File: src/cpu_settings.svh
`ifndef CPU_SETTINGS_SVH
`define CPU_SETTINGS_SVH

// Data path and instruction width in bits
`define CPU_XLEN 32

// Architectural registers, r0 is hardwired to zero
`define CPU_NUM_REGS 32

// Unified instruction and data memory, in words
`define CPU_MEM_DEPTH 1024

`endif

File: src/cpu_isa_pkg.sv
`default_nettype none

`include "cpu_settings.svh"

package cpu_isa_pkg;

   typedef logic [`CPU_XLEN-1:0] word_t;
   typedef logic [$clog2(`CPU_NUM_REGS)-1:0] reg_idx_t;
   // Word address, taken from the low bits of a register value
   typedef logic [$clog2(`CPU_MEM_DEPTH)-1:0] mem_addr_t;
   typedef logic [15:0] imm16_t;

   // Opcode in bits 31:27, codes not listed run as NOP
   typedef enum logic [4:0] {
      NOP      = 5'd0,
      LOAD_IMM = 5'd1,
      LOAD_MEM = 5'd2,
      STORE    = 5'd3,
      ALU      = 5'd4,
      JUMP_NZ  = 5'd5,
      HALT     = 5'd6
   } instr_type_e;

   // ALU function in bits 4:0
   typedef enum logic [4:0] {
      ALU_ADD = 5'd0,
      ALU_SUB = 5'd1,
      ALU_AND = 5'd2,
      ALU_OR  = 5'd3,
      ALU_XOR = 5'd4,
      ALU_SLT = 5'd5
   } alu_op_e;

   // Field layout: rd 26:22, ra 21:17, rb 16:12
   // imm16 sits in 15:0 and overlaps rb, only LOAD_IMM uses it
   function automatic instr_type_e instr_type(word_t instr);
      return instr_type_e'(instr[31:27]);
   endfunction

   function automatic reg_idx_t instr_rd(word_t instr);
      return instr[26:22];
   endfunction

   function automatic reg_idx_t instr_ra(word_t instr);
      return instr[21:17];
   endfunction

   function automatic reg_idx_t instr_rb(word_t instr);
      return instr[16:12];
   endfunction

   // Zero-extended immediate
   function automatic word_t instr_imm(word_t instr);
      imm16_t imm;
      imm = instr[15:0];
      return word_t'(imm);
   endfunction

   function automatic alu_op_e instr_alu_op(word_t instr);
      return alu_op_e'(instr[4:0]);
   endfunction

endpackage

`default_nettype wire

File: src/cpu_pipe_pkg.sv
`default_nettype none

package cpu_pipe_pkg;

   import cpu_isa_pkg::*;

   // Issue to execute, operands already read
   typedef struct packed {
      logic        valid;
      instr_type_e itype;
      reg_idx_t    rd;
      word_t       ra_val;
      word_t       rb_val;
      word_t       imm;
      alu_op_e     alu_op;
      logic        writes_rd;
   } decoded_t;

   // Execute to memory stage
   typedef struct packed {
      logic        valid;
      instr_type_e itype;
      reg_idx_t    rd;
      word_t       result;
      mem_addr_t   mem_addr;
      word_t       store_data;
      logic        writes_rd;
   } exec_t;

   // Memory stage and writeback, also the retire trace
   typedef struct packed {
      logic     valid;
      reg_idx_t rd;
      word_t    data;
      logic     writes_rd;
   } retire_t;

endpackage

`default_nettype wire

File: src/hazard_detector.sv
`timescale 1ns/100ps
`default_nettype none

module hazard_detector import cpu_isa_pkg::*, cpu_pipe_pkg::*; (
   input  word_t    issue_instr,
   input  logic     issue_valid,
   input  decoded_t dec_rec,
   input  exec_t    exe_rec,
   input  retire_t  mem_rec,
   output logic     stall
);

   instr_type_e itype;
   reg_idx_t    src_a;
   reg_idx_t    src_b;
   logic        uses_a;
   logic        uses_b;
   logic        hit_a;
   logic        hit_b;

   // True when src is the pending destination of one in-flight record
   function automatic logic pending(reg_idx_t src, logic valid, logic writes, reg_idx_t rd);
      return (src != '0) && valid && writes && (rd == src);
   endfunction

   assign itype = instr_type(issue_instr);
   assign src_a = instr_ra(issue_instr);
   assign src_b = instr_rb(issue_instr);

   // LOAD_IMM has its immediate where rb would be, so it reads nothing
   assign uses_a = itype inside {LOAD_MEM, STORE, ALU, JUMP_NZ};
   assign uses_b = itype inside {STORE, ALU, JUMP_NZ};

   assign hit_a = uses_a && (pending(src_a, dec_rec.valid, dec_rec.writes_rd, dec_rec.rd) ||
                             pending(src_a, exe_rec.valid, exe_rec.writes_rd, exe_rec.rd) ||
                             pending(src_a, mem_rec.valid, mem_rec.writes_rd, mem_rec.rd));

   assign hit_b = uses_b && (pending(src_b, dec_rec.valid, dec_rec.writes_rd, dec_rec.rd) ||
                             pending(src_b, exe_rec.valid, exe_rec.writes_rd, exe_rec.rd) ||
                             pending(src_b, mem_rec.valid, mem_rec.writes_rd, mem_rec.rd));

   assign stall = issue_valid && (hit_a || hit_b);

endmodule

`default_nettype wire

File: config.mk
export PLATFORM = sky130hd
export DESIGN_NAME = hazard_detector
export DESIGN_NICKNAME = d
export VERILOG_FILES = /design/src/cpu_isa_pkg.sv /design/src/cpu_pipe_pkg.sv /design/src/hazard_detector.sv
export VERILOG_INCLUDE_DIRS = /design/src
export SDC_FILE = /design/constraint.sdc
export NUM_CORES = 1
export LEC_CHECK = 0
export ABC_AREA = 1
export BUFFER_PORTS_ARGS = -buffer_cell sky130_fd_sc_hd__buf_2
export CAP_MARGIN = 20
export CORE_AREA = 2 2 104 106
export DETAILED_ROUTE_END_ITERATION = 16
export DIE_AREA = 0 0 106 108
export PLACE_DENSITY = 0.41
export SLEW_MARGIN = 20
export SYNTH_ARGS = -nofsm -noshare
export SYNTH_HDL_FRONTEND = slang
export SYNTH_SLANG_ARGS = --single-unit
export TNS_END_PERCENT = 50
File: constraint.sdc
create_clock -name vclk -period 0.8
set_input_delay 0.08 -clock vclk [all_inputs]
set_output_delay 0.08 -clock vclk [all_outputs]
set_load 0.02 [all_outputs]
==> impl_metrics.json <==
{
  "cp_slowest_cell": "nor3_1",
  "top_layer": "met3",
  "hold_start": "issue_valid",
  "grt_max_degree": 8,
  "rows": 37,
  "status": "finished, violations left",
  "yosysMostFrequentCell": "nand2_1",
  "first_pass_iters": 4,
  "required_ns": 0.72,
  "synth_warnings": 0,
  "cpPeakStageDelay_ns": 0.21,
  "critical_path.cell_chain": "buf_6 > buf_4 > nor3_1 > nand3_1 > nand2_4 > a21oi_4 > buf_6",
  "synth_cell_types": 16,
  "hold_depth": 4,
  "p_switching_w": 0.000317,
  "placed_area_um2": 1040,
  "final_util": 0.140,
  "fillers": 1183,
  "grt_usage": 0.0525,
  "rsz0062_at_grt": "true",
  "path_class": "input pin to output port",
  "p_leak_nw": 0.687,
  "cp-end-kind": "output port",
  "die_w_um": 106,
  "crit_buf_inv": 3,
  "drive_above_1_share": 0.614,
  "vias_per_cell": 3.11,
  "crit_path_frequent_cell": "buf_6",
  "worstPathMaxFanout": 7,
  "relSlewSlack": 0.828,
  "insertedDiodeCount": 0,
  "synthTopCellsByArea": "nand2_1, nor2_1, inv_1, nand3_1, inv_2",
  "slew_viol_final": 0,
  "antenna_found_initial": 0,
  "clock.fmax_ghz": 0.927,
  "pwr-share-seq": 0,
  "wl_per_cell_um": 9.49,
  "clock_power_share": 0,
  "nets": 462,
  "arrival_ns": 1.00,
  "overflow": 0,
  "place_congestion": 0.873,
  "design.seq.count": 0,
  "final.period_utilization": 1.35,
  "final_hold_viol_count": 0,
  "min_period_ns": 1.08,
  "critPathLaunchType": "input pin",
  "setup_ws_ns": -0.279,
  "wl_mm": 3.08,
  "setup_violations": 1,
  "min_path_type": "input pin to output port",
  "yosysTopAreaCell": "nand2_1",
  "place_hpwl_mm": 2.72,
  "pwr-share-comb": 1.000,
  "route.met3.wl_um": 145,
  "grt_pass1_wl_mm": 4.81,
  "drtIter0Drc": 38,
  "die_h_um": 108,
  "synth_common_cells": "nand2_1, nor2_1, inv_1, inv_2, nand3_1",
  "synth_nets": 417,
  "vdd_drop_max_mv": 0.178,
  "tightest_slew_ns": 0.256,
  "max_cap_violations": 0,
  "register_area_um2": 0,
  "finalPower_w": 0.000644,
  "drtAntennaViolNets": 0,
  "drc_errors": 0,
  "vias": 1011,
  "synth_seq_area_share": 0,
  "hold_slack_ns": 0.549,
  "route.met2.wl_mm": 1.41,
  "area_growth_pct": 134,
  "synth_top_area_share": 0.423,
  "p_per_area_nw_per_um2": 449,
  "initial_core_util": 0.0598,
  "synth_area_per_cell_um2": 4.19,
  "grt_pass1_vias": 980,
  "syn_inst": 146,
  "path_delay_family": "simple AND/OR/NAND/NOR gates",
  "stdcell_area_um2": 1430,
  "io_buffers": 38,
  "clock_buffers": 0,
  "synth_area_um2": 612,
  "ctsHoldBuffers": 0,
  "swShare": 0.492,
  "coreArea_um2": 10200,
  "wl_met1_mm": 1.53,
  "io_pins": 272,
  "failed_checks": "negative setup slack",
  "hold_path_end": "stall",
  "floorplan.die_area_um2": 11400,
  "p_int_w": 0.000327
}
==> area by class of cell <==
type                       instances  area, um^2  area share
multi-input combinational        118         656       0.457
timing repair buffer              43         453       0.316
tap                              136         170       0.119
inverter                          28         155       0.108
==> how the worst max path moves through the flow <==
stage / startpoint / to / slack [ns] / cells after the start
after floorplan: issue_instr[19] / stall / -0.004 / 7
after global placement: issue_instr[19] / stall / -0.40 / 8
after detailed placement: issue_instr[19] / stall / -0.38 / 8
after CTS: issue_instr[15] / stall / -0.26 / 9
after global routing: issue_instr[21] / stall / -0.33 / 7
final: issue_instr[21] / stall / -0.28 / 7
==> what timing repair did <==
action | CTS | global route
setup buffers | 1 | 0
gates resized for setup | 61 | 68
pin swaps | 25 | 32
endpoints found under the hold margin | 0 | 0
endpoints found under the setup margin | 1 | 1
==> power groups by stage <==
stage          logic [W]  clock network, W  registers [W]
2_1_floorplan   0.000207                 0              0
3_3_place_gp    0.000422                 0              0
3_5_place_dp    0.000421                 0              0
4_1_cts         0.000525                 0              0
5_1_grt         0.000704                 0              0
6_report        0.000644                 0              0
==> kinds of logic after synthesis <==
kind of cell | synth area share
buf+inv | 0.172
xor+xnor | 0.0286
simple gates | 0.685
compound gates | 0.115
==> metrics by stage <==
step	worst slack [ns]	cells	setup TNS, ns
finish	-0.279	325	-0.279
global placement	-0.404	324	-0.404
detailed placement	-0.385	324	-0.385
CTS	-0.255	325	-0.255
global route	-0.333	325	-0.333
floorplan	-0.00418	146	-0.00418
==> cell usage in the layout, fill, tap and decap left out, types with 6 or more instances in the layout <==
master,netlist,layout
nand2_1,69,41
buf_4,0,9
nand3_1,8,6
inv_2,10,12
inv_4,0,9
buf_8,0,6
nand2_2,1,27
nor2_1,22,15
buf_2,0,6
buf_6,0,20
==> metal layers <==
layer / up-vias / global-route usage
li1: 532 / -
met1: 447 / 0.0776
met2: 32 / 0.0880
met3: 0 / 0.00301
met4: 0 / 0.00282
met5: - / 0
Note: power is estimated with default switching activity, not from simulation.
