<file path="src/cpu_settings.svh">
`ifndef CPU_SETTINGS_SVH
`define CPU_SETTINGS_SVH

// Data path and instruction width in bits
`define CPU_XLEN 32

// Architectural registers, r0 is hardwired to zero
`define CPU_NUM_REGS 32

// Unified instruction and data memory, in words
`define CPU_MEM_DEPTH 1024

`endif

</file>
<file path="src/cpu_isa_pkg.sv">
`default_nettype none

`include "cpu_settings.svh"

package cpu_isa_pkg;

   typedef logic [`CPU_XLEN-1:0] word_t;
   typedef logic [$clog2(`CPU_NUM_REGS)-1:0] reg_idx_t;
   // Word address, taken from the low bits of a register value
   typedef logic [$clog2(`CPU_MEM_DEPTH)-1:0] mem_addr_t;
   typedef logic [15:0] imm16_t;

   // Opcode in bits 31:27, codes not listed run as NOP
   typedef enum logic [4:0] {
      NOP      = 5'd0,
      LOAD_IMM = 5'd1,
      LOAD_MEM = 5'd2,
      STORE    = 5'd3,
      ALU      = 5'd4,
      JUMP_NZ  = 5'd5,
      HALT     = 5'd6
   } instr_type_e;

   // ALU function in bits 4:0
   typedef enum logic [4:0] {
      ALU_ADD = 5'd0,
      ALU_SUB = 5'd1,
      ALU_AND = 5'd2,
      ALU_OR  = 5'd3,
      ALU_XOR = 5'd4,
      ALU_SLT = 5'd5
   } alu_op_e;

   // Field layout: rd 26:22, ra 21:17, rb 16:12
   // imm16 sits in 15:0 and overlaps rb, only LOAD_IMM uses it
   function automatic instr_type_e instr_type(word_t instr);
      return instr_type_e'(instr[31:27]);
   endfunction

   function automatic reg_idx_t instr_rd(word_t instr);
      return instr[26:22];
   endfunction

   function automatic reg_idx_t instr_ra(word_t instr);
      return instr[21:17];
   endfunction

   function automatic reg_idx_t instr_rb(word_t instr);
      return instr[16:12];
   endfunction

   // Zero-extended immediate
   function automatic word_t instr_imm(word_t instr);
      imm16_t imm;
      imm = instr[15:0];
      return word_t'(imm);
   endfunction

   function automatic alu_op_e instr_alu_op(word_t instr);
      return alu_op_e'(instr[4:0]);
   endfunction

endpackage

`default_nettype wire

</file>
<file path="src/cpu_pipe_pkg.sv">
`default_nettype none

package cpu_pipe_pkg;

   import cpu_isa_pkg::*;

   // Issue to execute, operands already read
   typedef struct packed {
      logic        valid;
      instr_type_e itype;
      reg_idx_t    rd;
      word_t       ra_val;
      word_t       rb_val;
      word_t       imm;
      alu_op_e     alu_op;
      logic        writes_rd;
   } decoded_t;

   // Execute to memory stage
   typedef struct packed {
      logic        valid;
      instr_type_e itype;
      reg_idx_t    rd;
      word_t       result;
      mem_addr_t   mem_addr;
      word_t       store_data;
      logic        writes_rd;
   } exec_t;

   // Memory stage and writeback, also the retire trace
   typedef struct packed {
      logic     valid;
      reg_idx_t rd;
      word_t    data;
      logic     writes_rd;
   } retire_t;

endpackage

`default_nettype wire

</file>
<file path="src/execute_stage.sv">
`timescale 1ns/100ps
`default_nettype none

module execute_stage import cpu_isa_pkg::*, cpu_pipe_pkg::*; (
   input  logic     clk,
   input  logic     rst,
   input  decoded_t dec_rec,
   output exec_t    exe_rec,
   output logic     jump_taken,
   output word_t    jump_target
);

   word_t alu_res;
   word_t result;
   exec_t exe_next;

   always_comb begin
      case (dec_rec.alu_op)
         ALU_ADD: alu_res = dec_rec.ra_val + dec_rec.rb_val;
         ALU_SUB: alu_res = dec_rec.ra_val - dec_rec.rb_val;
         ALU_AND: alu_res = dec_rec.ra_val & dec_rec.rb_val;
         ALU_OR:  alu_res = dec_rec.ra_val | dec_rec.rb_val;
         ALU_XOR: alu_res = dec_rec.ra_val ^ dec_rec.rb_val;
         ALU_SLT: alu_res = word_t'($signed(dec_rec.ra_val) < $signed(dec_rec.rb_val));
         default: alu_res = '0;
      endcase
   end

   // Loads take their data later in the memory stage
   always_comb begin
      case (dec_rec.itype)
         LOAD_IMM: result = dec_rec.imm;
         ALU:      result = alu_res;
         default:  result = '0;
      endcase
   end

   // Branch resolves here, fetch and decode are squashed on a taken jump
   assign jump_taken  = dec_rec.valid && (dec_rec.itype == JUMP_NZ) && (dec_rec.ra_val != '0);
   assign jump_target = dec_rec.rb_val;

   always_comb begin
      exe_next.valid      = dec_rec.valid;
      exe_next.itype      = dec_rec.itype;
      exe_next.rd         = dec_rec.rd;
      exe_next.result     = result;
      exe_next.mem_addr   = dec_rec.ra_val[$bits(mem_addr_t)-1:0];
      exe_next.store_data = dec_rec.rb_val;
      exe_next.writes_rd  = dec_rec.writes_rd;
   end

   always_ff @(posedge clk or negedge rst) begin
      if (!rst) begin
         exe_rec <= '0;
      end else begin
         exe_rec <= exe_next;
      end
   end

endmodule

`default_nettype wire

</file>
<file path="config.mk">
export PLATFORM = sky130hd
export DESIGN_NAME = execute_stage
export DESIGN_NICKNAME = d
export VERILOG_FILES = /design/src/cpu_isa_pkg.sv /design/src/cpu_pipe_pkg.sv /design/src/execute_stage.sv
export VERILOG_INCLUDE_DIRS = /design/src
export SDC_FILE = /design/constraint.sdc
export NUM_CORES = 1
export LEC_CHECK = 0
export ABC_AREA = 1
export BUFFER_PORTS_ARGS = -buffer_cell sky130_fd_sc_hd__buf_2
export CAP_MARGIN = 20
export CORE_ASPECT_RATIO = 2
export CORE_MARGIN = 3
export CORE_UTILIZATION = 55
export DETAILED_ROUTE_END_ITERATION = 10
export GPL_TIMING_DRIVEN = 0
export PLACE_DENSITY = 0.81
export SYNTH_ARGS = -nofsm -noshare
export SYNTH_HDL_FRONTEND = slang
export SYNTH_SLANG_ARGS = --single-unit
</file>
<file path="constraint.sdc">
create_clock -name clk -period 0.94 [get_ports clk]
set_input_delay 0.141 -clock clk [delete_from_list [all_inputs] [get_ports clk]]
set_output_delay 0.141 -clock clk [all_outputs]
set_load 0.02 [all_outputs]
</file>
==> results of run 1 <==
-- per-stage QoR --
step | std cells | area (sq um) | setup TNS [ns] | setup WS (ns)
2_1_floorplan | 1508 | 9781 | -17.89 | -0.6791
3_3_place_gp | 1945 | 11200 | -122.75 | -1.498
3_5_place_dp | 1946 | 11230 | -38.69 | -1.591
4_1_cts | 2128 | 15480 | -23.47 | -0.6283
-- metal layers --
layer	global-route usage	GRT overflow
met3	0.5542	3
met4	0.8144	140
met5	0.1703	0
met1	0.7377	1
met2	1.033	329
-- kinds of logic after synthesis --
family / count (synthesis) / synth area share
adder cells (fa/ha/maj): 98 / 0.1347
flip-flops: 86 / 0.2335
AO/OA/AOI/OAI: 167 / 0.1003
buffers and inverters: 374 / 0.1758
XOR/XNOR: 3 / 0.002851
AND/OR/NAND/NOR: 780 / 0.3528
-- repair_timing --
item                                    4_1_cts
endpoints found under the setup margin      119
setup buffers                                94
cloned                                        1
endpoints found under the hold margin       104
gates resized for setup                     739
hold buffers                                 79
pin swaps                                   183
-- cell usage after synthesis, types with 2 or more instances --
| library cell | count | area (sq um) |
|---|---|---|
| nor4_1 | 4 | 25.02 |
| clkbuf_1 | 4 | 15.01 |
| inv_1 | 295 | 1107 |
| o22ai_1 | 33 | 206.5 |
| buf_6 | 6 | 67.56 |
| o21ai_1 | 7 | 35.03 |
| nand4_1 | 20 | 125.1 |
| inv_2 | 6 | 22.52 |
| ha_1 | 96 | 1201 |
| nor3_1 | 6 | 30.03 |
| xor2_1 | 2 | 17.52 |
| o21ai_0 | 31 | 155.2 |
| a22o_1 | 5 | 43.79 |
| buf_4 | 37 | 277.8 |
| nor2_2 | 10 | 62.56 |
| nand2_2 | 6 | 37.54 |
| nand3_2 | 4 | 40.04 |
| and2_1 | 3 | 18.77 |
| nor3_2 | 3 | 30.03 |
| a21oi_1 | 80 | 400.4 |
| nand3_1 | 116 | 580.6 |
| fa_1 | 2 | 40.04 |
| o21bai_1 | 6 | 45.04 |
| nor2_1 | 102 | 382.9 |
| buf_2 | 26 | 130.1 |
| dfrtp_1 | 86 | 2152 |
| nand2_1 | 503 | 1888 |
| a211oi_1 | 2 | 15.01 |
==> reports/metrics.csv, run 1 <==
stage,metric,value,unit
synth,yosysSeqAreaShare,0.2335,
grt,grt_max_degree,61,
place,hpwl,31.76,mm
floorplan,io_pins,234,
synth,synth-seq-cells,86,
synth,yosys_warnings,0,
synth,async_flop_share,1.000,
cts,cts_buffers,9,
cts,cts-root-buf,clkbuf_16,
cts,cts_sinks,86,
synth,synthCells,1508,
status,outcome,stopped before the end,
grt,grt-ovfl-total,473,
grt,grt_pass1_vias,17310,
floorplan,die_y,189.1,um
synth,ys_types,35,
cts,cts_htree_levels,3,
synth,synth.avg_cell_area,6.112,sq um
place,gp_congestion,1.058,
place,port_buffers,233,
cts,ctsLongestPathBuffers,2,
synth,netlist_area,9216,sq um
floorplan,rows,66,
floorplan,fp.dieW,97.54,um
synth,syn_nets,1721,
synth,ys.flop_type,dfrtp_1,
status,stop_error,[ERROR GRT-0116] Global routing finished with congestion. Check the congestion regions in the DRC Viewer.,
floorplan,start_util,0.5637,
status,haltStage,global routing,
grt,track_usage,0.7805,
grt,grt_pass1_wl,113.6,mm
synth,synth_enable_flop_cells,0,
==> run 2, diff against run 1 <==
Settings changed: CORE_ASPECT_RATIO 2 to not set, CORE_UTILIZATION 55 to 40, PLACE_DENSITY 0.81 to not set, PLACE_DENSITY_LB_ADDON set to 0.15.
==> run 2 against run 1 <==
  * The flow now finishes, with violations (setup timing)
  * Synthesized cell count is the same
  * Synthesized area is the same
==> reports/metrics.csv, run 2 <==
stage,metric,value,unit
timing,hold_viol,0,
pwr,p_per_area,940.0,nW/um^2
critical_path,critPathRequiredTime,1.19,ns
synth,synth_xor_area_frac,0.002851,
synth,ys_types,35,
final_layout,instances_no_fill,2210,
synth,synth_top_family_by_area,simple AND/OR/NAND/NOR gates,
cts,cts_htree_levels,3,
timing,slew_violations,0,
timing,hold_ws,0.002634,ns
grt,grt_pass1_wl,60.00,mm
timing,slew_headroom,0.6812,
grt,track_usage,0.3125,
place,place_inst,2022,
synth,synth.avg_cell_area,6.112,sq um
min_path,min_from,dec_rec[37],
status,violations,setup timing,
critical_path,crit_start,dec_rec[71],
pwr,leakagePower,0.008617,uW
timing,setup_viol,119,
synth,yosys-top-cells-area,"dfrtp_1 (23%), nand2_1 (20%), ha_1 (13%)",
place,post-place-ws,-1.365,ns
synth,synthSimpleGateAreaFrac,0.3528,
routing,met1_length,17.62,mm
synth,yosysSeqAreaShare,0.2335,
grt,grt_pass1_vias,11110,
final_layout,drive_above_1_share,0.5233,
grt,grt-ovfl-total,0,
routing,drt-initial-drc-count,1009,
synth,netlist_area,9216,sq um
timing,layout_worst_path_cycle_share,1.782,
grt,antenna_found_initial,1,
final_layout,antenna_cells,0,
grt,grt_max_degree,63,
critical_path,startpoint_type,input pin,
final_layout,syn2layout_area_growth,79.69,%
routing,wl_met3,3.832,mm
synth,syn_nets,1721,
critical_path,crit_path_end_kind,register,
routing,top_layer_used,met5,
synth,synth_compound_area_frac,0.1003,
critical_path,crit_fanout,4,
final_layout,final_util,0.7450,
routing,antenna_left,0,
timing,setup_slack,-0.7349,ns
pwr,peakVddDrop,0.7597,mV
timing,worst_pin_slew,0.4782,ns
synth,async_flop_share,1.000,
cts,ctsLongestPathBuffers,2,
floorplan,die_y,157.8,um
final_layout,largest_register_ffs,86,
floorplan,rows,54,
synth,netlist_top_cells_count,"nand2_1 (503), inv_1 (295), nand3_1 (116), nor2_1 (102), ha_1 (96)",
min_path,min_path_type,input pin to register,
timing,fmax,597.1,MHz
place,gp_congestion,0.9631,
synth,synth_top_area_share,0.2335,
cts,clk_pin_slew_worst_paths,0.07,ns
synth,synth_mux_area_frac,0,
place,port_buffers,233,
routing,routed_wl,41.08,mm
synth,yosys_warnings,0,
floorplan,fp.dieW,157.8,um
cts,cts_tree,yes,
floorplan,core_area,22230,sq um
status,outcome,finished with violations,
routing,viasPerCell,5.202,
routing,first_pass_iters,5,
timing,rsz0062_at_grt,true,
routing,avgRoutedWirePerCell,18.59,um
synth,synth.most_common_cell,nand2_1,
final_layout,reg_top3,exe_rec x86,
synth,synth-seq-cells,86,
cts,cts-root-buf,clkbuf_16,
synth,synth_adder_area_share,0.1347,
synth,synth_enable_flop_cells,0,
cts,cts_buffers,9,
routing,wl_met2,18.97,mm
final_layout,top_register,exe_rec,
synth,synth_largest_area_cell,dfrtp_1,
floorplan,io_pins,234,
final_layout,final_common_cell,nand2_1,
pwr,finalPower,15570,uW
routing,drc_errors,0,
flow_run,max_cap_violations,0,
floorplan,start_util,0.4146,
critical_path,crit_type,input pin to register,
cts,cts_sinks,86,
critical_path,cp_data_arrival_time,1.92,ns
timing,fin_crit,1.675,ns
synth,ys.flop_type,dfrtp_1,
synth,synthCells,1508,
place,hpwl,29.42,mm
floorplan,die-area,24900,sq um
routing,num_vias,11500,
final_layout,nets,2138,
final_layout,final_cell_mix,"nand2_1 (306), inv_1 (177), buf_6 (143)",
[run 2: power by group]
group	internal [uW]	total, uW	switching, uW
registers	3830	3890	63.2
logic	3290	7940	4640
clock network	1920	3740	1820
[run 2: area by class of cell]
cell class | instances | area, sq um
multi-input cells | 1048 | 8169
repair buffers | 419 | 3806
fillers | 1732 | 5668
plain buffers | 60 | 500.5
clock inverters | 6 | 53.80
well taps | 280 | 350.3
clock buffers | 10 | 239.0
inverters | 301 | 1290
flip-flops and latches | 86 | 2152
[run 2: per-layer routing]
metal,GRT usage,vias up
met2,0.5058,532
met1,0.4277,5421
li1,-,5485
met5,0,-
met3,0.07190,56
met4,0.06570,2
[run 2: path summary, 6_finish.rpt]
| path | to | slack (ns) | depth (start not counted) |
|---|---|---|---|
| setup / recovery | exe_rec[69] | -0.73 | 15 |
| hold / removal | exe_rec[74] | 0.003 | 3 |
| max in group asynchronous | exe_rec[66] | 0.12 | 3 |
| min in group asynchronous | exe_rec[11] | 0.20 | 2 |
[run 2: timing repair]
item | 4_1_cts | 5_1_grt
pin swaps | 173 | 212
endpoints found under the setup margin | 119 | 177
hold buffers | 75 | 0
endpoints found under the hold margin | 98 | 0
gates resized for setup | 656 | 365
buffers inserted | 69 | 36
gates cloned | 4 | 1
[run 2: cells by family after synthesis]
group,after synthesis
fa+ha+maj,98
simple gates,780
flops,86
buf+inv,374
compound gates,167
xor+xnor,3
[run 2: metrics by stage]
step	cell area (sq um)	setup TNS, ns
after floorplan	9781	-17.89
after global placement	11300	-126.42
after detailed placement	11330	-36.59
after CTS	15090	-23.23
after global routing	16560	-28.25
final	16560	-24.22
[run 2: worst max-delay path: stages]
cell and delay (ns):
buf_8 0.08, clkinvlp_4 0.14, fa_2 0.43, inv_2 0.11, nand3_2 0.11, nand3_4 0.16, nand2_4 0.06, nand2_4 0.10
nand2_2 0.08, nand3_1 0.07, nand2_1 0.05, nand3_1 0.08, nand3_2 0.14, nand2_2 0.10, nand2_1 0.06
(Power assumes the default switching activity.)
