===== src/cpu_settings.svh =====
`ifndef CPU_SETTINGS_SVH
`define CPU_SETTINGS_SVH

// Data path and instruction width in bits
`define CPU_XLEN 32

// Architectural registers, r0 is hardwired to zero
`define CPU_NUM_REGS 32

// Unified instruction and data memory, in words
`define CPU_MEM_DEPTH 1024

`endif


===== src/cpu_isa_pkg.sv =====
`default_nettype none

`include "cpu_settings.svh"

package cpu_isa_pkg;

   typedef logic [`CPU_XLEN-1:0] word_t;
   typedef logic [$clog2(`CPU_NUM_REGS)-1:0] reg_idx_t;
   // Word address, taken from the low bits of a register value
   typedef logic [$clog2(`CPU_MEM_DEPTH)-1:0] mem_addr_t;
   typedef logic [15:0] imm16_t;

   // Opcode in bits 31:27, codes not listed run as NOP
   typedef enum logic [4:0] {
      NOP      = 5'd0,
      LOAD_IMM = 5'd1,
      LOAD_MEM = 5'd2,
      STORE    = 5'd3,
      ALU      = 5'd4,
      JUMP_NZ  = 5'd5,
      HALT     = 5'd6
   } instr_type_e;

   // ALU function in bits 4:0
   typedef enum logic [4:0] {
      ALU_ADD = 5'd0,
      ALU_SUB = 5'd1,
      ALU_AND = 5'd2,
      ALU_OR  = 5'd3,
      ALU_XOR = 5'd4,
      ALU_SLT = 5'd5
   } alu_op_e;

   // Field layout: rd 26:22, ra 21:17, rb 16:12
   // imm16 sits in 15:0 and overlaps rb, only LOAD_IMM uses it
   function automatic instr_type_e instr_type(word_t instr);
      return instr_type_e'(instr[31:27]);
   endfunction

   function automatic reg_idx_t instr_rd(word_t instr);
      return instr[26:22];
   endfunction

   function automatic reg_idx_t instr_ra(word_t instr);
      return instr[21:17];
   endfunction

   function automatic reg_idx_t instr_rb(word_t instr);
      return instr[16:12];
   endfunction

   // Zero-extended immediate
   function automatic word_t instr_imm(word_t instr);
      imm16_t imm;
      imm = instr[15:0];
      return word_t'(imm);
   endfunction

   function automatic alu_op_e instr_alu_op(word_t instr);
      return alu_op_e'(instr[4:0]);
   endfunction

endpackage

`default_nettype wire


===== src/fetch_unit.sv =====
`timescale 1ns/100ps
`default_nettype none

module fetch_unit import cpu_isa_pkg::*; (
   input  logic      clk,
   input  logic      rst,
   input  logic      run,
   input  logic      stall,
   input  logic      jump_taken,
   input  word_t     jump_target,
   input  logic      halt_seen,
   input  word_t     imem_data,
   output mem_addr_t imem_addr,
   output word_t     issue_instr,
   output logic      issue_valid,
   output word_t     pc_value
);

   word_t pc;
   word_t hold_q;
   logic  hold_sel;
   logic  frozen;

   assign imem_addr = pc[$bits(mem_addr_t)-1:0];
   assign pc_value  = pc;

   // Memory output is the issue word, except while a stalled word is replayed
   assign issue_instr = hold_sel ? hold_q : imem_data;

   always_ff @(posedge clk or negedge rst) begin
      if (!rst) begin
         pc          <= '0;
         issue_valid <= 1'b0;
         hold_sel    <= 1'b0;
         frozen      <= 1'b0;
      end else if (jump_taken) begin
         // Squash, the word read this edge is from the old path
         pc          <= jump_target;
         issue_valid <= 1'b0;
         hold_sel    <= 1'b0;
         frozen      <= 1'b0;
      end else if (halt_seen) begin
         issue_valid <= 1'b0;
         hold_sel    <= 1'b0;
         frozen      <= 1'b1;
      end else if (stall) begin
         hold_sel <= 1'b1;
      end else if (run && !frozen) begin
         pc          <= pc + word_t'(1);
         issue_valid <= 1'b1;
         hold_sel    <= 1'b0;
      end else begin
         issue_valid <= 1'b0;
         hold_sel    <= 1'b0;
      end
   end

   // Copy of the stalled word, memory has moved on by then
   always_ff @(posedge clk) begin
      if (stall) begin
         hold_q <= issue_instr;
      end
   end

   pc_hold_on_stall: assert property (@(posedge clk) disable iff (!rst)
      stall && !jump_taken |=> $stable(pc))
      else $error("PC changed during a stall");

endmodule

`default_nettype wire


===== config.mk =====
export PLATFORM = sky130hd
export DESIGN_NAME = fetch_unit
export DESIGN_NICKNAME = d
export VERILOG_FILES = /design/src/cpu_isa_pkg.sv /design/src/fetch_unit.sv
export VERILOG_INCLUDE_DIRS = /design/src
export SDC_FILE = /design/constraint.sdc
export NUM_CORES = 1
export LEC_CHECK = 0
export BUFFER_PORTS_ARGS = -buffer_cell sky130_fd_sc_hd__buf_2
export CORE_ASPECT_RATIO = 0.75
export CORE_MARGIN = 2
export CORE_UTILIZATION = 40
export CTS_BUF_LIST = sky130_fd_sc_hd__clkbuf_16
export CTS_CLUSTER_SIZE = 12
export DETAILED_ROUTE_END_ITERATION = 10
export PLACE_DENSITY_LB_ADDON = 0.2
export SETUP_SLACK_MARGIN = 0.2
export SLEW_MARGIN = 0
export SYNTH_ARGS = -nofsm -noshare
export SYNTH_HDL_FRONTEND = slang
export SYNTH_SLANG_ARGS = --single-unit
export TNS_END_PERCENT = 50

===== constraint.sdc =====
create_clock -name clk -period 2.9 [get_ports clk]
set_clock_uncertainty 0.1 [all_clocks]
set_input_delay 0 -clock clk [delete_from_list [all_inputs] [get_ports clk]]
set_output_delay 0 -clock clk [all_outputs]
set_load 0.005 [all_outputs]

==> results.md, run 1 <==
- Status: completed
- GR Util met3: 5.704%
- # setup viols final: 0
- GR met2 Demand/Resource: 31.68%
- Syn nets: 381
- Slew headroom: 36.32%
- CP max stage cell: or4_4
- Yosys warnings: 0
- Sequential fraction of the synthesis area: 53.62%
- Post-DRT Antenna Nets: 0
- Initial antenna violation count: 0
- Most Crowded Layer GR: met2
- Fmax: 399.2 MHz
- Area delta synth->final: 48.90%
- Post-synthesis cell area: 3426 sq um
- Total power: 0.002572 W
- P_leak: 2.130 nW
- Share of the synthesized area in the top cell type: 28.05%
- Final period util: 86.38%
- Crit-path max FO: 14
- Synth Register Bits: 67
- Total buffers and inverters traversed by the critical path: 0
- Delay-heaviest family, CP: simple AND/OR/NAND/NOR gates
- Final WL: 9.162 mm
- Actual slew at the worst max-slew pin: 0.9541 ns
- Clock transition at path regs: 0.05 ns
- WL/cell: 14.78 um
- Die span in y: 84.15 um
- Total core area: 8382 sq um
- GRT Total Usage: 19.92%
- Max-slew violation count: 0
- CTS resizes: 0
- GR Util met1: 26.56%
- Pre-antenna DRT Iters: 4
- Row cnt: 29
- Cts bufs inserted: 9
- H-tree depth: 3
- Vias/cell: 5.092
- Crit path DAT: 2.65 ns
- I/O pin total: 145
- Area contributors post-synth: edfxtp_1 28%, dfrtp_1 26%, mux2_2 11%
- Number of remaining DRC errors: 0
- Synth Area per Inst: 11.05 sq um
- Number of diodes: 0
- Post-CTS Setup Bufs: 0
- Hold Path Class: in -> reg
- Most numerous cell in the Yosys netlist: dfrtp_1
- Commonest cells in the netlist: 35 x dfrtp_1, 32 x edfxtp_1, 32 x mux2_2
- Max_cap viols: 0
- Largest net degree at the start of global routing: 41
- Iter 0 DRT Violations: 175
- RD Place Congestion: 0.7855
- EDFF count, synth: 32
- CP endpoint kind: flip-flop
- Worst skew pair latency: 0.33 ns
- HPWL after DPL: 6.138 mm
- First-pass GRT wire length: 14.88 mm
- Final Hold Vio Count: 0
- Worst path max stage delay: 0.66 ns
- Yosys cell types: 37
- Ys async rst share: 52.24%
- Die Outline Area: 9328 sq um
- CTS tree: built
- WP data required: 3.04 ns
- Hold-fix buffers, CTS: 66
- Port Buffers: 144
- # clock sinks: 67
- Top FF cell, synth: dfrtp_1
- Final net count: 578
- Critical Path Source Type: flip-flop
- Vias in the first global route: 3034
- Global route overflow: 0
- CP Class: reg -> reg
- Total number of vias: 3157
- Critical path cell sequence: or4b_4, or4_4, or4_1, a31oi_1
- CTS Buffer Depth: 2
- Fin util: 60.86%
- Initial cell density of the core: 40.87%
- Top cell type by total area after synthesis: edfxtp_1
- Pwr/cell area: 504.1 nW/um^2
- RSZ-0062 raised after global routing: false
- Layout cells sized above 1: 37.89%
- Setup Total Neg Slack: 0 ns
- DIE WIDTH: 110.9 um
- Peak supply drop: 0.3515 mV
- Root buf cell: clkbuf_16
- Final min period: 2.505 ns
- Post-Syn Instances: 310
-- worst register-to-register path: cells and delay by family, from the launching register on --
kind	cells	cell delay [ns]
AO/OA/AOI/OAI	1	0.17
flip-flops	1	0.40
AND/OR/NAND/NOR	3	1.76
-- cell type report --
cell class	count	area, sq um
multi-input cells	209	1421
inverters	7	26.28
well taps	108	135.1
repair buffers	213	1404
clock inverters	7	52.55
flip-flops and latches	67	1837
clock buffers	9	225.2
fillers	724	3281
-- cell families after synthesis --
family          Yosys count  synth area share (%)
simple gates            113                 17.97
flops                    67                 53.62
compound gates           51                 9.496
buf+inv                  34                 4.894
mux                      34                 11.10
xor+xnor                 10                 2.557
fa+ha+maj                 1                0.3652
-- where the power goes --
group          leakage [nW]  switching [W]  internal (W)  total [W]
clock network         0.146       0.000367      0.000646    0.00101
registers             0.723      0.0000713       0.00108    0.00115
logic                  1.26       0.000180      0.000228   0.000408
total                  2.13       0.000618       0.00195    0.00257
-- registers in the layout, summed over array words and instances (netlist names) --
register,count
frozen,1
hold_q,32
pc_value,32
issue_valid,1
hold_sel,1
-- layer usage --
layer | up-vias | wire length (um) | share of wire, %
li1 | 1554 | - | -
met1 | 1497 | 4194 | 46
met2 | 94 | 4273 | 47
met3 | 12 | 579 | 6.3
met4 | 0 | 114 | 1.2
met5 | - | 0 | 0
-- cell usage in the layout, fill, tap and decap left out, types with 13 or more instances in the layout --
cell           netlist  routed
a31oi_1             16      16
buf_2                2     144
dfrtp_1             35      35
dlygate4sd3_1        0      66
edfxtp_1            32      32
mux2_2              32      32
nand2_1             24      24
nor2_1              20      20
o21ai_0             18      18
or4_1               13      13
-- worst paths after layout --
| kind | startpoint | endpoint | slack [ns] | cells past startpoint |
|---|---|---|---|---|
| min in group asynchronous | rst | pc_value[7] | 0.20 | 2 |
| max in group asynchronous | rst | pc_value[11] | 1.98 | 2 |
| worst max-delay path | frozen | pc_value[28] | 0.39 | 4 |
| worst min register to register | issue_valid | issue_valid | 0.38 | 2 |
| worst min-delay path | stall | issue_valid | 0.06 | 3 |
| worst max register to register | frozen | pc_value[28] | 0.39 | 4 |
-- stage by stage --
stage	worst slack [ns]	cells	instance area (sq um)	hold WS, ns
floorplan	0.6489	310	3426	-0.3956
global placement	0.4332	538	4163	0.03744
detailed placement	0.3890	538	4163	0.04014
CTS	0.3987	620	5101	0.06255
global route	0.2882	620	5101	0.1134
finish	0.3948	620	5101	0.06402
Note: power is estimated with default switching activity, not from simulation.
==> run 2, diff against run 1 <==
ABC_AREA = 1   (was default)
CTS_BUF_LIST = sky130_fd_sc_hd__clkbuf_2   (was sky130_fd_sc_hd__clkbuf_16)
==> run 2 against run 1 <==
Compared with the run above:
- final area is 15% higher
- critical path depth is 5 higher
- clock-buffer cell count stayed put
- combinational power is 37% higher
- largest power group unchanged
- critical path type unchanged
- largest cell class unchanged
==> results.md, run 2 <==
- Post-Syn Instances: 459
- Peak supply drop: 0.1824 mV
- # clock sinks: 67
- Row cnt: 31
- Commonest cells in the netlist: 129 x nand2_1, 58 x nor2_1, 42 x inv_1
- WP data required: 3.25 ns
- Fraction of the mapped netlist area in adder cells: 0.3213%
- Post-synthesis cell area: 3894 sq um
- Share of the synthesized area in the top cell type: 24.68%
- Seq pwr share: 50.0%
- CP endpoint kind: flip-flop
- Area delta synth->final: 51.29%
- Port Buffers: 144
- Fmax: 389.6 MHz
- H-tree depth: 3
- Largest family of logic cells by synthesized area: simple AND/OR/NAND/NOR gates
- Non-Filler Instances: 840
- Global route overflow: 0
- Layout cells sized above 1: 31.64%
- Yosys cell types: 31
- Root buf cell: clkbuf_2
- Number of diodes: 0
- Dpl ws: 1.030 ns
- First-pass GRT wire length: 19.26 mm
- Final period util: 88.51%
- Internal: 0.001598 W
- Synth Area per Inst: 8.483 sq um
- Clock transition at path regs: 0.23 ns
- Die Outline Area: 10550 sq um
- Final WL: 12.15 mm
- Complex-gate fraction of the synthesized area: 5.206%
- Pre-antenna DRT Iters: 4
- CTS Buffer Depth: 2
- CTS tree: built
- Most common cell after layout, fill and taps aside: buf_2
- Total power: 0.002343 W
- DIE WIDTH: 117.9 um
- Syn nets: 530
- Critical Path Source Type: flip-flop
- Vias in the first global route: 3898
- Crit path DAT: 2.92 ns
- Top FF cell, synth: dfrtp_1
- Number of remaining DRC errors: 0
- Switch share: 31.80%
- DP Cell Count: 717
- I/O pin total: 145
- Actual slew at the worst max-slew pin: 0.5646 ns
- Setup Total Neg Slack: 0 ns
- Max_cap viols: 0
- Critical path cell sequence: ha_1, nand2_2, nor2_4, nand3b_1, nor2_2, a22oi_1, dlygate4sd3_1, nand2_1, dlygate4sd3_1
- Total number of vias: 4048
- Synth Area in Simple Gates: 27.89%
- Cts bufs inserted: 9
- Sequential fraction of the synthesis area: 47.17%
- Clk pwr share: 26.2%
- Largest net degree at the start of global routing: 33
- Max-slew violation count: 0
- Worst path max stage delay: 0.58 ns
- RSZ-0062 raised after global routing: false
- Total buffers and inverters traversed by the critical path: 2
- Synth Register Bits: 67
- Vias/cell: 4.819
- Most numerous cell in the Yosys netlist: nand2_1
- Initial cell density of the core: 40.64%
- Slew headroom: 62.36%
- Status: completed
- Delay-heaviest family, CP: buffers and inverters
- WL/cell: 14.46 um
- HPWL after DPL: 8.127 mm
- Most frequent cells in the layout: 144 x buf_2, 128 x nand2_1, 103 x dlygate4sd3_1
- Worst skew pair latency: 0.54 ns
- Pwr/cell area: 397.7 nW/um^2
- Final min period: 2.567 ns
- Fin util: 61.49%
- Hold Path Class: in -> reg
- Total core area: 9580 sq um
- CP dominant cell by count: dlygate4sd3_1
- CP max stage cell: dlygate4sd3_1
- GRT Total Usage: 23.34%
- Final setup margin: 0.3332 ns
- Final net count: 774
- RD Place Congestion: 0.8965
- Gate power share: 23.9%
- Top cell type by total area after synthesis: edfxtp_1
- Post-DRT Antenna Nets: 0
- Die span in y: 89.45 um
- # setup viols final: 0
- Initial antenna violation count: 0
- Area contributors post-synth: edfxtp_1 25%, dfrtp_1 22%, nand2_1 12%
- Iter 0 DRT Violations: 250
- Crit-path max FO: 4
- Ys async rst share: 52.24%
- Yosys warnings: 0
- P_leak: 2.664 nW
- CP Class: reg -> reg
- Mux cell area share after synthesis: 9.254%
- Synth Area in XOR/XNOR: 2.474%
- EDFF count, synth: 32
- Final Hold Vio Count: 0
- P_sw: 0.0007450 W
-- run 2: changes by cell type in the layout (fill, tap and decap cells not counted), moves of 14 or more --
cell           change
inv_1             +32
nand2_1          +104
nor2_1            +37
dlygate4sd3_1     +37
a31oi_1           -14
nand3_1           +25
-- run 2: power groups by stage --
stage | logic (W) | registers, W | clock network (W)
final | 0.000559 | 0.00117 | 0.000613
after global routing | 0.000622 | 0.00118 | 0.000659
after CTS | 0.000543 | 0.00117 | 0.000628
after detailed placement | 0.000423 | 0.00119 | 0
after global placement | 0.000414 | 0.00119 | 0
after floorplan | 0.000242 | 0.00117 | 0
-- run 2: cell type report --
class                      count  area, sq um
clock inverter                 7        83.83
inverter                      43        161.4
fill                         812         3690
timing repair buffer         256         1832
multi-input combinational    326         1763
sequential                    67         1841
tap                          132        165.2
clock buffer                   9        45.04
-- run 2: worst min-delay path, stage by stage --
cell and delay (ns):
dlygate4sd3_1 0.52, buf_2 0.09, mux2_2 0.14
-- run 2: through the flow --
stage	hold WS, ns	cell area, sq um
after floorplan	-0.3956	3894
after global placement	0.04899	4679
after detailed placement	0.05627	4679
after CTS	0.1719	5859
after global routing	0.1571	5891
final	0.1941	5891
-- run 2: kinds of logic (layout without fill, tap and decap cells) --
| family | after synthesis | after routing |
|---|---|---|
| and+or+nand+nor | 249 | 249 |
| DFF | 67 | 67 |
| buffers and inverters | 66 | 315 |
| AOI/OAI and AO/OA | 33 | 33 |
| muxes | 32 | 32 |
| xor gates and xnor gates | 11 | 11 |
| adders and majority gates | 1 | 1 |
-- run 2: repair_timing --
action | 4_1_cts | 5_1_grt
buffers inserted | 0 | 3
hold buffers | 104 | 0
gates resized for setup | 0 | 5
hold endpoints to repair | 134 | 0
setup endpoints to repair | 0 | 1
-- run 2: metal layers --
| metal | routed length (um) | track usage (%) | vias up |
|---|---|---|---|
| met5 | 0 | 0 | - |
| met4 | 164 | 5.476 | 0 |
| met3 | 891 | 5.612 | 17 |
| met2 | 5620 | 39.59 | 157 |
| met1 | 5473 | 30.72 | 1906 |
| li1 | - | - | 1968 |
-- run 2: path summary, 6_finish.rpt --
path                          startpoint            to  slack [ns]  depth (start not counted)
hold / removal             imem_data[17]    hold_q[17]        0.19                          3
hold reg to reg              issue_valid   issue_valid        0.41                          2
max in group asynchronous            rst   pc_value[4]        1.97                          4
setup reg to reg             pc_value[0]  pc_value[18]        0.33                          9
min in group asynchronous            rst   pc_value[3]        0.29                          3
setup / recovery             pc_value[0]  pc_value[18]        0.33                          9
