**src/cpu_settings.svh**
```systemverilog
`ifndef CPU_SETTINGS_SVH
`define CPU_SETTINGS_SVH

// Data path and instruction width in bits
`define CPU_XLEN 32

// Architectural registers, r0 is hardwired to zero
`define CPU_NUM_REGS 32

// Unified instruction and data memory, in words
`define CPU_MEM_DEPTH 1024

`endif

```
**src/cpu_isa_pkg.sv**
```systemverilog
`default_nettype none

`include "cpu_settings.svh"

package cpu_isa_pkg;

   typedef logic [`CPU_XLEN-1:0] word_t;
   typedef logic [$clog2(`CPU_NUM_REGS)-1:0] reg_idx_t;
   // Word address, taken from the low bits of a register value
   typedef logic [$clog2(`CPU_MEM_DEPTH)-1:0] mem_addr_t;
   typedef logic [15:0] imm16_t;

   // Opcode in bits 31:27, codes not listed run as NOP
   typedef enum logic [4:0] {
      NOP      = 5'd0,
      LOAD_IMM = 5'd1,
      LOAD_MEM = 5'd2,
      STORE    = 5'd3,
      ALU      = 5'd4,
      JUMP_NZ  = 5'd5,
      HALT     = 5'd6
   } instr_type_e;

   // ALU function in bits 4:0
   typedef enum logic [4:0] {
      ALU_ADD = 5'd0,
      ALU_SUB = 5'd1,
      ALU_AND = 5'd2,
      ALU_OR  = 5'd3,
      ALU_XOR = 5'd4,
      ALU_SLT = 5'd5
   } alu_op_e;

   // Field layout: rd 26:22, ra 21:17, rb 16:12
   // imm16 sits in 15:0 and overlaps rb, only LOAD_IMM uses it
   function automatic instr_type_e instr_type(word_t instr);
      return instr_type_e'(instr[31:27]);
   endfunction

   function automatic reg_idx_t instr_rd(word_t instr);
      return instr[26:22];
   endfunction

   function automatic reg_idx_t instr_ra(word_t instr);
      return instr[21:17];
   endfunction

   function automatic reg_idx_t instr_rb(word_t instr);
      return instr[16:12];
   endfunction

   // Zero-extended immediate
   function automatic word_t instr_imm(word_t instr);
      imm16_t imm;
      imm = instr[15:0];
      return word_t'(imm);
   endfunction

   function automatic alu_op_e instr_alu_op(word_t instr);
      return alu_op_e'(instr[4:0]);
   endfunction

endpackage

`default_nettype wire

```
**src/cpu_pipe_pkg.sv**
```systemverilog
`default_nettype none

package cpu_pipe_pkg;

   import cpu_isa_pkg::*;

   // Issue to execute, operands already read
   typedef struct packed {
      logic        valid;
      instr_type_e itype;
      reg_idx_t    rd;
      word_t       ra_val;
      word_t       rb_val;
      word_t       imm;
      alu_op_e     alu_op;
      logic        writes_rd;
   } decoded_t;

   // Execute to memory stage
   typedef struct packed {
      logic        valid;
      instr_type_e itype;
      reg_idx_t    rd;
      word_t       result;
      mem_addr_t   mem_addr;
      word_t       store_data;
      logic        writes_rd;
   } exec_t;

   // Memory stage and writeback, also the retire trace
   typedef struct packed {
      logic     valid;
      reg_idx_t rd;
      word_t    data;
      logic     writes_rd;
   } retire_t;

endpackage

`default_nettype wire

```
**src/decode_stage.sv**
```systemverilog
`timescale 1ns/100ps
`default_nettype none

`include "cpu_settings.svh"

module decode_stage import cpu_isa_pkg::*, cpu_pipe_pkg::*; (
   input  logic     clk,
   input  logic     rst,
   input  word_t    issue_instr,
   input  logic     issue_valid,
   input  logic     stall,
   input  logic     squash,
   input  retire_t  wb_rec,
   output decoded_t dec_rec,
   output logic     halt_seen
);

   word_t       regs [`CPU_NUM_REGS];
   instr_type_e itype;
   reg_idx_t    ra;
   reg_idx_t    rb;
   word_t       ra_val;
   word_t       rb_val;
   logic        advance;
   logic        known_type;
   logic        wb_write;
   decoded_t    dec_next;

   assign itype = instr_type(issue_instr);
   assign ra    = instr_ra(issue_instr);
   assign rb    = instr_rb(issue_instr);

   // Instruction leaves issue this edge
   assign advance   = issue_valid && !stall && !squash;
   assign halt_seen = advance && (itype == HALT);

   always_comb begin
      case (itype)
         LOAD_IMM, LOAD_MEM, STORE, ALU, JUMP_NZ, HALT: known_type = 1'b1;
         default: known_type = 1'b0;
      endcase
   end

   // Register file, writeback is visible to reads in the same cycle
   assign wb_write = wb_rec.valid && wb_rec.writes_rd && (wb_rec.rd != '0);

   assign ra_val = (ra == '0) ? '0 :
                   (wb_write && wb_rec.rd == ra) ? wb_rec.data : regs[ra];
   assign rb_val = (rb == '0) ? '0 :
                   (wb_write && wb_rec.rd == rb) ? wb_rec.data : regs[rb];

   always_ff @(posedge clk) begin
      if (wb_write) begin
         regs[wb_rec.rd] <= wb_rec.data;
      end
   end

   // NOP and undefined codes go down the pipe as bubbles
   always_comb begin
      dec_next.valid     = advance && known_type;
      dec_next.itype     = itype;
      dec_next.rd        = instr_rd(issue_instr);
      dec_next.ra_val    = ra_val;
      dec_next.rb_val    = rb_val;
      dec_next.imm       = instr_imm(issue_instr);
      dec_next.alu_op    = instr_alu_op(issue_instr);
      dec_next.writes_rd = advance && (itype inside {LOAD_IMM, LOAD_MEM, ALU});
   end

   always_ff @(posedge clk or negedge rst) begin
      if (!rst) begin
         dec_rec <= '0;
      end else begin
         dec_rec <= dec_next;
      end
   end

endmodule

`default_nettype wire

```
**config.mk**
```make
export PLATFORM = sky130hd
export DESIGN_NAME = decode_stage
export DESIGN_NICKNAME = d
export VERILOG_FILES = /design/src/cpu_isa_pkg.sv /design/src/cpu_pipe_pkg.sv /design/src/decode_stage.sv
export VERILOG_INCLUDE_DIRS = /design/src
export SDC_FILE = /design/constraint.sdc
export NUM_CORES = 1
export LEC_CHECK = 0
export ABC_CLOCK_PERIOD_IN_PS = 2000
export BUFFER_PORTS_ARGS = -buffer_cell sky130_fd_sc_hd__buf_4
export CAP_MARGIN = 20
export CORE_MARGIN = 3
export CORE_UTILIZATION = 35
export DETAILED_ROUTE_END_ITERATION = 10
export GPL_ROUTABILITY_DRIVEN = 0
export PLACE_DENSITY_LB_ADDON = 0.25
export SLEW_MARGIN = 20
export SYNTH_ARGS = -nofsm -noshare
export SYNTH_HDL_FRONTEND = slang
export SYNTH_SLANG_ARGS = --single-unit
```
**constraint.sdc**
```tcl
create_clock -name clk -period 2 [get_ports clk]
set_input_delay 0.2 -clock clk [delete_from_list [all_inputs] [get_ports clk]]
set_output_delay 0.2 -clock clk [all_outputs]
set_load 0.02 [all_outputs]
```
==> results of run 1 <==
[metrics by stage]
step	setup TNS [ns]	instances	hold slack [ns]	util (%)
floorplan	-209.66	2969	-0.0956	-
global placement	-7.00	5157	0.171	40.3
detailed placement	-8.30	5157	0.168	40.3
CTS	0	5430	0.0190	43.3
global route	0	5430	0.0803	43.3
finish	0	5431	0.0882	43.3
[report_power, final]
group / internal (uW) / switching, uW
Sequential: 25900 / 387
Clock: 12400 / 9020
Combinational: 2410 / 3080
[worst paths after layout]
kind / start / endpoint / slack [ns]
worst min-delay path: issue_instr[20] / dec_rec[96] / 0.09
worst max register to register: regs[3][30] / dec_rec[68] / 0.19
max in group asynchronous: rst / dec_rec[48] / 1.45
min in group asynchronous: rst / dec_rec[112] / 0.14
worst min register to register: regs[18][30] / dec_rec[68] / 0.91
worst max-delay path: issue_instr[12] / dec_rec[53] / 0.03
[cells in the mapped netlist (all sizes together) (12+ instances only)]
cell / instances / share of area, %
edfxtp: 1024 / 60
mux4: 371 / 16
mux2i: 324 / 6.3
nand2: 243 / 1.8
buf: 155 / 2.0
dfrtp: 92 / 4.5
clkbuf: 88 / 0.65
o22ai: 74 / 0.90
nor2: 69 / 0.51
a21oi: 66 / 0.65
o21ai: 53 / 0.52
a22oi: 44 / 0.65
a21o: 32 / 0.48
a221oi: 32 / 0.56
o221ai: 32 / 0.55
o31ai: 32 / 0.76
a211o: 31 / 0.53
nor3: 29 / 0.28
o211ai: 16 / 0.23
nand3: 13 / 0.13
a22o: 12 / 0.21
[cells in the final DEF, fill, tap and decap left out, types with 48 or more instances in the layout]
cell type,count
o22ai_1,74
edfxtp_1,1024
nand2_1,243
conb_1,48
clkbuf_16,119
dfrtp_1,92
mux4_2,371
a21oi_1,66
mux2i_1,324
buf_12,122
dlygate4sd3_1,61
buf_4,401
[sequential cells by signal (all words and copies together) (netlist names)]
name,flops
dec_rec,92
regs,1024
[final cells by class]
class / count / share of cell area [%]
sequential: 1116 / 52.8
multi-input combinational: 1607 / 27.6
timing repair buffer: 590 / 9.84
clock buffer: 158 / 5.04
tap: 1903 / 3.81
clock inverter: 53 / 0.878
inverter: 3 / 0.0200
antenna: 1 / 0.00400
[timing repair]
item / CTS / global route
endpoints found under the setup margin: 0 / 3
endpoints found under the hold margin: 1208 / 0
resized for setup: 0 / 3
hold buffers: 62 / 0
setup buffers: 0 / 0
[routing by layer]
| layer | share of wire (%) | wire length [um] | global-route usage (%) | up-vias |
|---|---|---|---|---|
| li1 | - | - | - | 13094 |
| met1 | 43 | 74700 | 33.1 | 17106 |
| met2 | 46 | 80600 | 35.8 | 1621 |
| met3 | 9.1 | 16000 | 4.75 | 241 |
| met4 | 2.2 | 3940 | 5.16 | 0 |
| met5 | 0 | 0 | 0 | - |
[worst max-delay path, cell delays in order]
cell,delay [ns]
dlygate4sd3_1,0.58
buf_12,0.19
buf_16,0.25
mux4_2,0.53
a211o_1,0.34
o22ai_1,0.29
o31ai_4,0.13
[cells by family (layout without fill, tap and decap cells)]
| family | count (synthesis) | count (layout) | share of synthesized area, % |
|---|---|---|---|
| AOI/OAI and AO/OA | 455 | 455 | 6.58 |
| buffers and inverters | 246 | 804 | 2.63 |
| muxes | 702 | 702 | 22.8 |
| other | 1 | 49 | 0.00733 |
| DFF | 1116 | 1116 | 64.6 |
| and+or+nand+nor | 391 | 391 | 3.22 |
| xor gates and xnor gates | 11 | 11 | 0.188 |
==> impl_results.md, run 1 <==
- Clk slew on worst S/H paths: 0.06 ns
- CP required: 2.59 ns
- RSZ-0062 raised after global routing: no
- R2R cell count: 6
- Crit path kind: input port to flop
- Setup violations, final: 0
- Input/output buffers: 173
- Number of synthesized flops with an enable pin: 1024
- Via count: 32.1k
- Total GRT Usage: 22.9%
- Worst-Margin Slew: 0.902 ns
- Fin. Hold Viols: 0
- Via/cell ratio: 5.90
- Primary FF master, synth: edfxtp_1
- Overflow after GRT: 0
- Post-route clock period utilization: 98.4%
- Status: finished clean
- Initial core utilization: 35.5%
- Global-route wire length before repair: 246 mm
- Post-Synthesis Cells: 2922
- Die area: 0.151 mm^2
- MaxCap Viol Count: 0
- DP Area: 0.0582 mm^2
- Data arrival time of the critical path: 2.56 ns
- Fin crit period: 1.97 ns
- Hold WC Path Type: input port to flop
- Register area: 0.0331 mm^2
- Unique masters post-synth: 58
- Hold depth: 4
- Initial DRC Count: 3889
- Cell Pwr Density: 850 mW/mm^2
- Post-layout nets: 3509
- Width of the chip: 388 um
- Worst setup margin: 0.0312 ns
- Multi-input gate area: 0.0173 mm^2
- Latest clock arrival within the worst-skew pair: 0.73 ns
- Ports: 190
- Clk sink count: 1116
- CTS Buffer Depth: 3
- Sequential element share of the synthesized area: 64.6%
- Critical path fanouts, max: 29
- Final Max Tran Viols: 0
- Async SR Flop Fraction: 8.24%
- Critical Path Start Type: input port
- Cell area after layout: 0.0626 mm^2
- Synth Area per Inst: 17.5 um^2
- TritonCTS Buffers: 115
- Ratio of cells with drive above 1 in the final layout: 32.6%
- Pre-CTS setup slack: -0.361 ns
- Syn. warnings: 0
- Overall power: 53200 uW
- Crit. End Element: flop
- Vias in the first global route: 32.3k
- Initial antenna violation count: 4
- Die Ht: 388 um
- CTS tree: yes
- Maximum VDD drop: 0.641 mV
- Post-synthesis cell area: 0.0512 mm^2
- Core area: 0.144 mm^2
- Num rows: 139
- Drt total wl: 175 mm
- Hpwl dp: 111 mm
- Number of remaining DRC errors: 0
- FILL cells: 12.6k
- Register bit total from synthesis: 1116
- Peak Freq: 508 MHz
- Slew headroom: 39.7%
- DR WL/cell: 32.3 um
- Synthesis-to-finish area growth: 22.2%
- Final ANT Viol Nets: 0
- Clock skew: 0.0222 ns
- CTS Root Cell: clkbuf_16
- Largest net degree at the start of global routing: 64
- Leakage: 0.0219 uW
- Htree depth: 3
- DRT Pass-1 Iters: 6
Note: power is estimated with default switching activity, not from simulation.
==> inputs of run 2 (changes only) <==
--- a/config.mk
+++ b/config.mk
@@ -6,11 +6,11 @@
 export SDC_FILE = /design/constraint.sdc
 export NUM_CORES = 1
 export LEC_CHECK = 0
-export ABC_CLOCK_PERIOD_IN_PS = 2000
+export ABC_CLOCK_PERIOD_IN_PS = 2370
 export BUFFER_PORTS_ARGS = -buffer_cell sky130_fd_sc_hd__buf_4
 export CAP_MARGIN = 20
 export CORE_MARGIN = 3
-export CORE_UTILIZATION = 35
+export CORE_UTILIZATION = 40
 export DETAILED_ROUTE_END_ITERATION = 10
 export GPL_ROUTABILITY_DRIVEN = 0
 export PLACE_DENSITY_LB_ADDON = 0.25
==> constraint.sdc (replaced) <==
create_clock -name clk -period 2.37 [get_ports clk]
set_input_delay 0.237 -clock clk [delete_from_list [all_inputs] [get_ports clk]]
set_output_delay 0.237 -clock clk [all_outputs]
set_load 0.02 [all_outputs]
==> impl_results.md, run 2 (synthesized netlist as in run 1, its figures left out) <==
- Hold WS: 0.116 ns (+0.0274 ns)
- Gr busiest metal: met2
- Total GRT Usage: 26.1% (+3.1 points)
- Max reg flops: 1024 (unchanged)
- Most common cell after layout, fill and taps aside: edfxtp_1
- Sw Ratio: 23.4% (-0.11 points)
- Leakage: 0.0213 uW (-2.7%)
- Crit. End Element: flop
- CTS Buffer Depth: 3 (unchanged)
- Ratio of cells with drive above 1 in the final layout: 30.7% (-1.9 points)
- Setup bufs post-CTS: 0 (unchanged)
- Critical path fanouts, max: 13 (-55%)
- Cell Pwr Density: 732 mW/mm^2 (-14%)
- Met1 Use GR: 36.7% (+3.6 points)
- Peak Freq: 437 MHz
- Net Sw Power: 10500 uW (-16%)
- Ports: 190 (unchanged)
- Die area: 0.132 mm^2 (-12%)
- Via count: 32.2k (+0.54%)
- Core area: 0.126 mm^2 (-12%)
- Data arrival time of the critical path: 2.82 ns (+0.26 ns)
- Overall power: 44700 uW (-16%)
- RSZ-0062 raised after global routing: no
- Htree depth: 3 (unchanged)
- CTS tree: yes
- Die Ht: 364 um (-6.4%)
- Clk sink count: 1116 (unchanged)
- Setup TNS: 0 ns (unchanged)
- Critical Path Start Type: input port
- Worst-Margin Slew: 1.05 ns (+0.147 ns)
- Via/cell ratio: 6.34 (+7.5%)
- GR Util met2: 41.2% (+5.5 points)
- Overflow after GRT: 0 (unchanged)
- Hold_buf cts: 60 (-3.2%)
- Largest net degree at the start of global routing: 64 (unchanged)
- Crit path kind: input port to flop
- Global-route wire length before repair: 245 mm (-0.27%)
- Num rows: 130 (-6.5%)
- Clk slew on worst S/H paths: 0.06 ns (about the same)
- Status: finished clean
- Hold WC Path Type: input port to asynchronous set/reset pin
- Maximum VDD drop: 0.576 mV (-10%)
- Initial DRC Count: 4344 (+12%)
- TritonCTS Buffers: 116 (+0.87%)
- MaxCap Viol Count: 0 (unchanged)
- Worst Setup SP: issue_instr[13]
- CTS Root Cell: clkbuf_16
- Input/output buffers: 173 (unchanged)
- Setup violations, final: 0 (unchanged)
- Fin crit period: 2.29 ns
- Cell area after layout: 0.0611 mm^2 (-2.3%)
- Initial core utilization: 40.5% (+5.0 points)
- Part of the power in combinational logic: 10.0% (-0.3 points)
- Biggest registers after layout: regs (1024), dec_rec (92)
- DRT Pass-1 Iters: 5 (-1)
- Latest clock arrival within the worst-skew pair: 0.71 ns (-0.02 ns)
- RR Startpoint: regs[15][18]
- Post-route clock period utilization: 96.5%
- Synthesis-to-finish area growth: 19.4%
- Initial antenna violation count: 2 (-2)
- Post-layout nets: 3404 (-3.0%)
- Hpwl dp: 103 mm (-6.8%)
- Final Max Tran Viols: 0 (unchanged)
- Number of remaining DRC errors: 0 (unchanged)
- Reg power frac: 49.3% (about the same)
- Vias in the first global route: 32.9k (+1.9%)
- Largest reg by FF count: regs
- Most frequent cells in the layout: edfxtp_1, mux4_2, buf_4
- Final ANT Viol Nets: 0 (unchanged)
- Width of the chip: 364 um (-6.4%)
- Core Util, Final: 48.4% (+5.0 points)
- CP required: 2.90 ns (+0.31 ns)
- Slew headroom: 29.8% (-9.8 points)
- Drt total wl: 174 mm (-0.54%)
- Met3 Usage GRT: 4.79% (+0.041 points)
- DR WL/cell: 34.3 um (+6.3%)
- Power share of the clock group: 40.7% (+0.4 points)
- Fin. Hold Viols: 0 (unchanged)
- Pint: 34300 uW (-16%)
- Post-cts sizing count: 0 (unchanged)
- DP Area: 0.0567 mm^2 (-2.5%)
- Clock skew: 0.0249 ns (+0.00271 ns)
==> run 2: critical path, cell delays in order <==
cell           delay, ns
dlygate4sd3_1       0.55
buf_6               0.20
inv_2               0.13
nand3_4             0.33
buf_4               0.35
o22ai_1             0.23
a211o_1             0.19
o22ai_1             0.09
o31ai_1             0.49
==> run 2: path summary, 6_finish.rpt <==
| kind | depth (start not counted) | slack, ns | to |
|---|---|---|---|
| worst max-delay path | 9 | 0.08 | dec_rec[69] |
| worst min-delay path | 2 | 0.12 | dec_rec[103] |
| worst max register to register | 6 | 0.47 | dec_rec[88] |
| worst min register to register | 3 | 0.86 | dec_rec[94] |
| max in group asynchronous | 3 | 1.44 | dec_rec[48] |
| min in group clk | 4 | 0.18 | dec_rec[96] |
==> run 2: routing by layer <==
| layer | vias to the layer above | wire length [um] |
|---|---|---|
| met5 | - | 0 |
| met4 | 0 | 5560 |
| met3 | 323 | 16900 |
| met2 | 1960 | 81900 |
| met1 | 17086 | 69800 |
| li1 | 12867 | - |
==> run 2: final cells by class <==
class	instances	area, um^2
fillers	10433	65300
repair buffers	484	4950
flip-flops and latches	1116	33100
well taps	1650	2060
diodes	3	7.51
clock buffers	154	3250
multi-input cells	1607	17300
clock inverters	64	534
inverters	3	11.3
==> run 2: metrics by stage <==
stage / setup WS, ns / std cells
2_1_floorplan: -0.344 / 2969
3_3_place_gp: -0.102 / 4800
3_5_place_dp: -0.0393 / 4800
4_1_cts: 0.186 / 5078
5_1_grt: 0.0620 / 5078
6_report: 0.0833 / 5081
==> run 2: power by group through the flow <==
stage          logic, uW  clock network, uW  registers, uW
6_report            4460              18200          22100
3_5_place_dp        4340                  0          22500
5_1_grt             4690              19300          22100
3_3_place_gp        4290                  0          22500
4_1_cts             4440              18500          22100
2_1_floorplan       2250                  0          22600
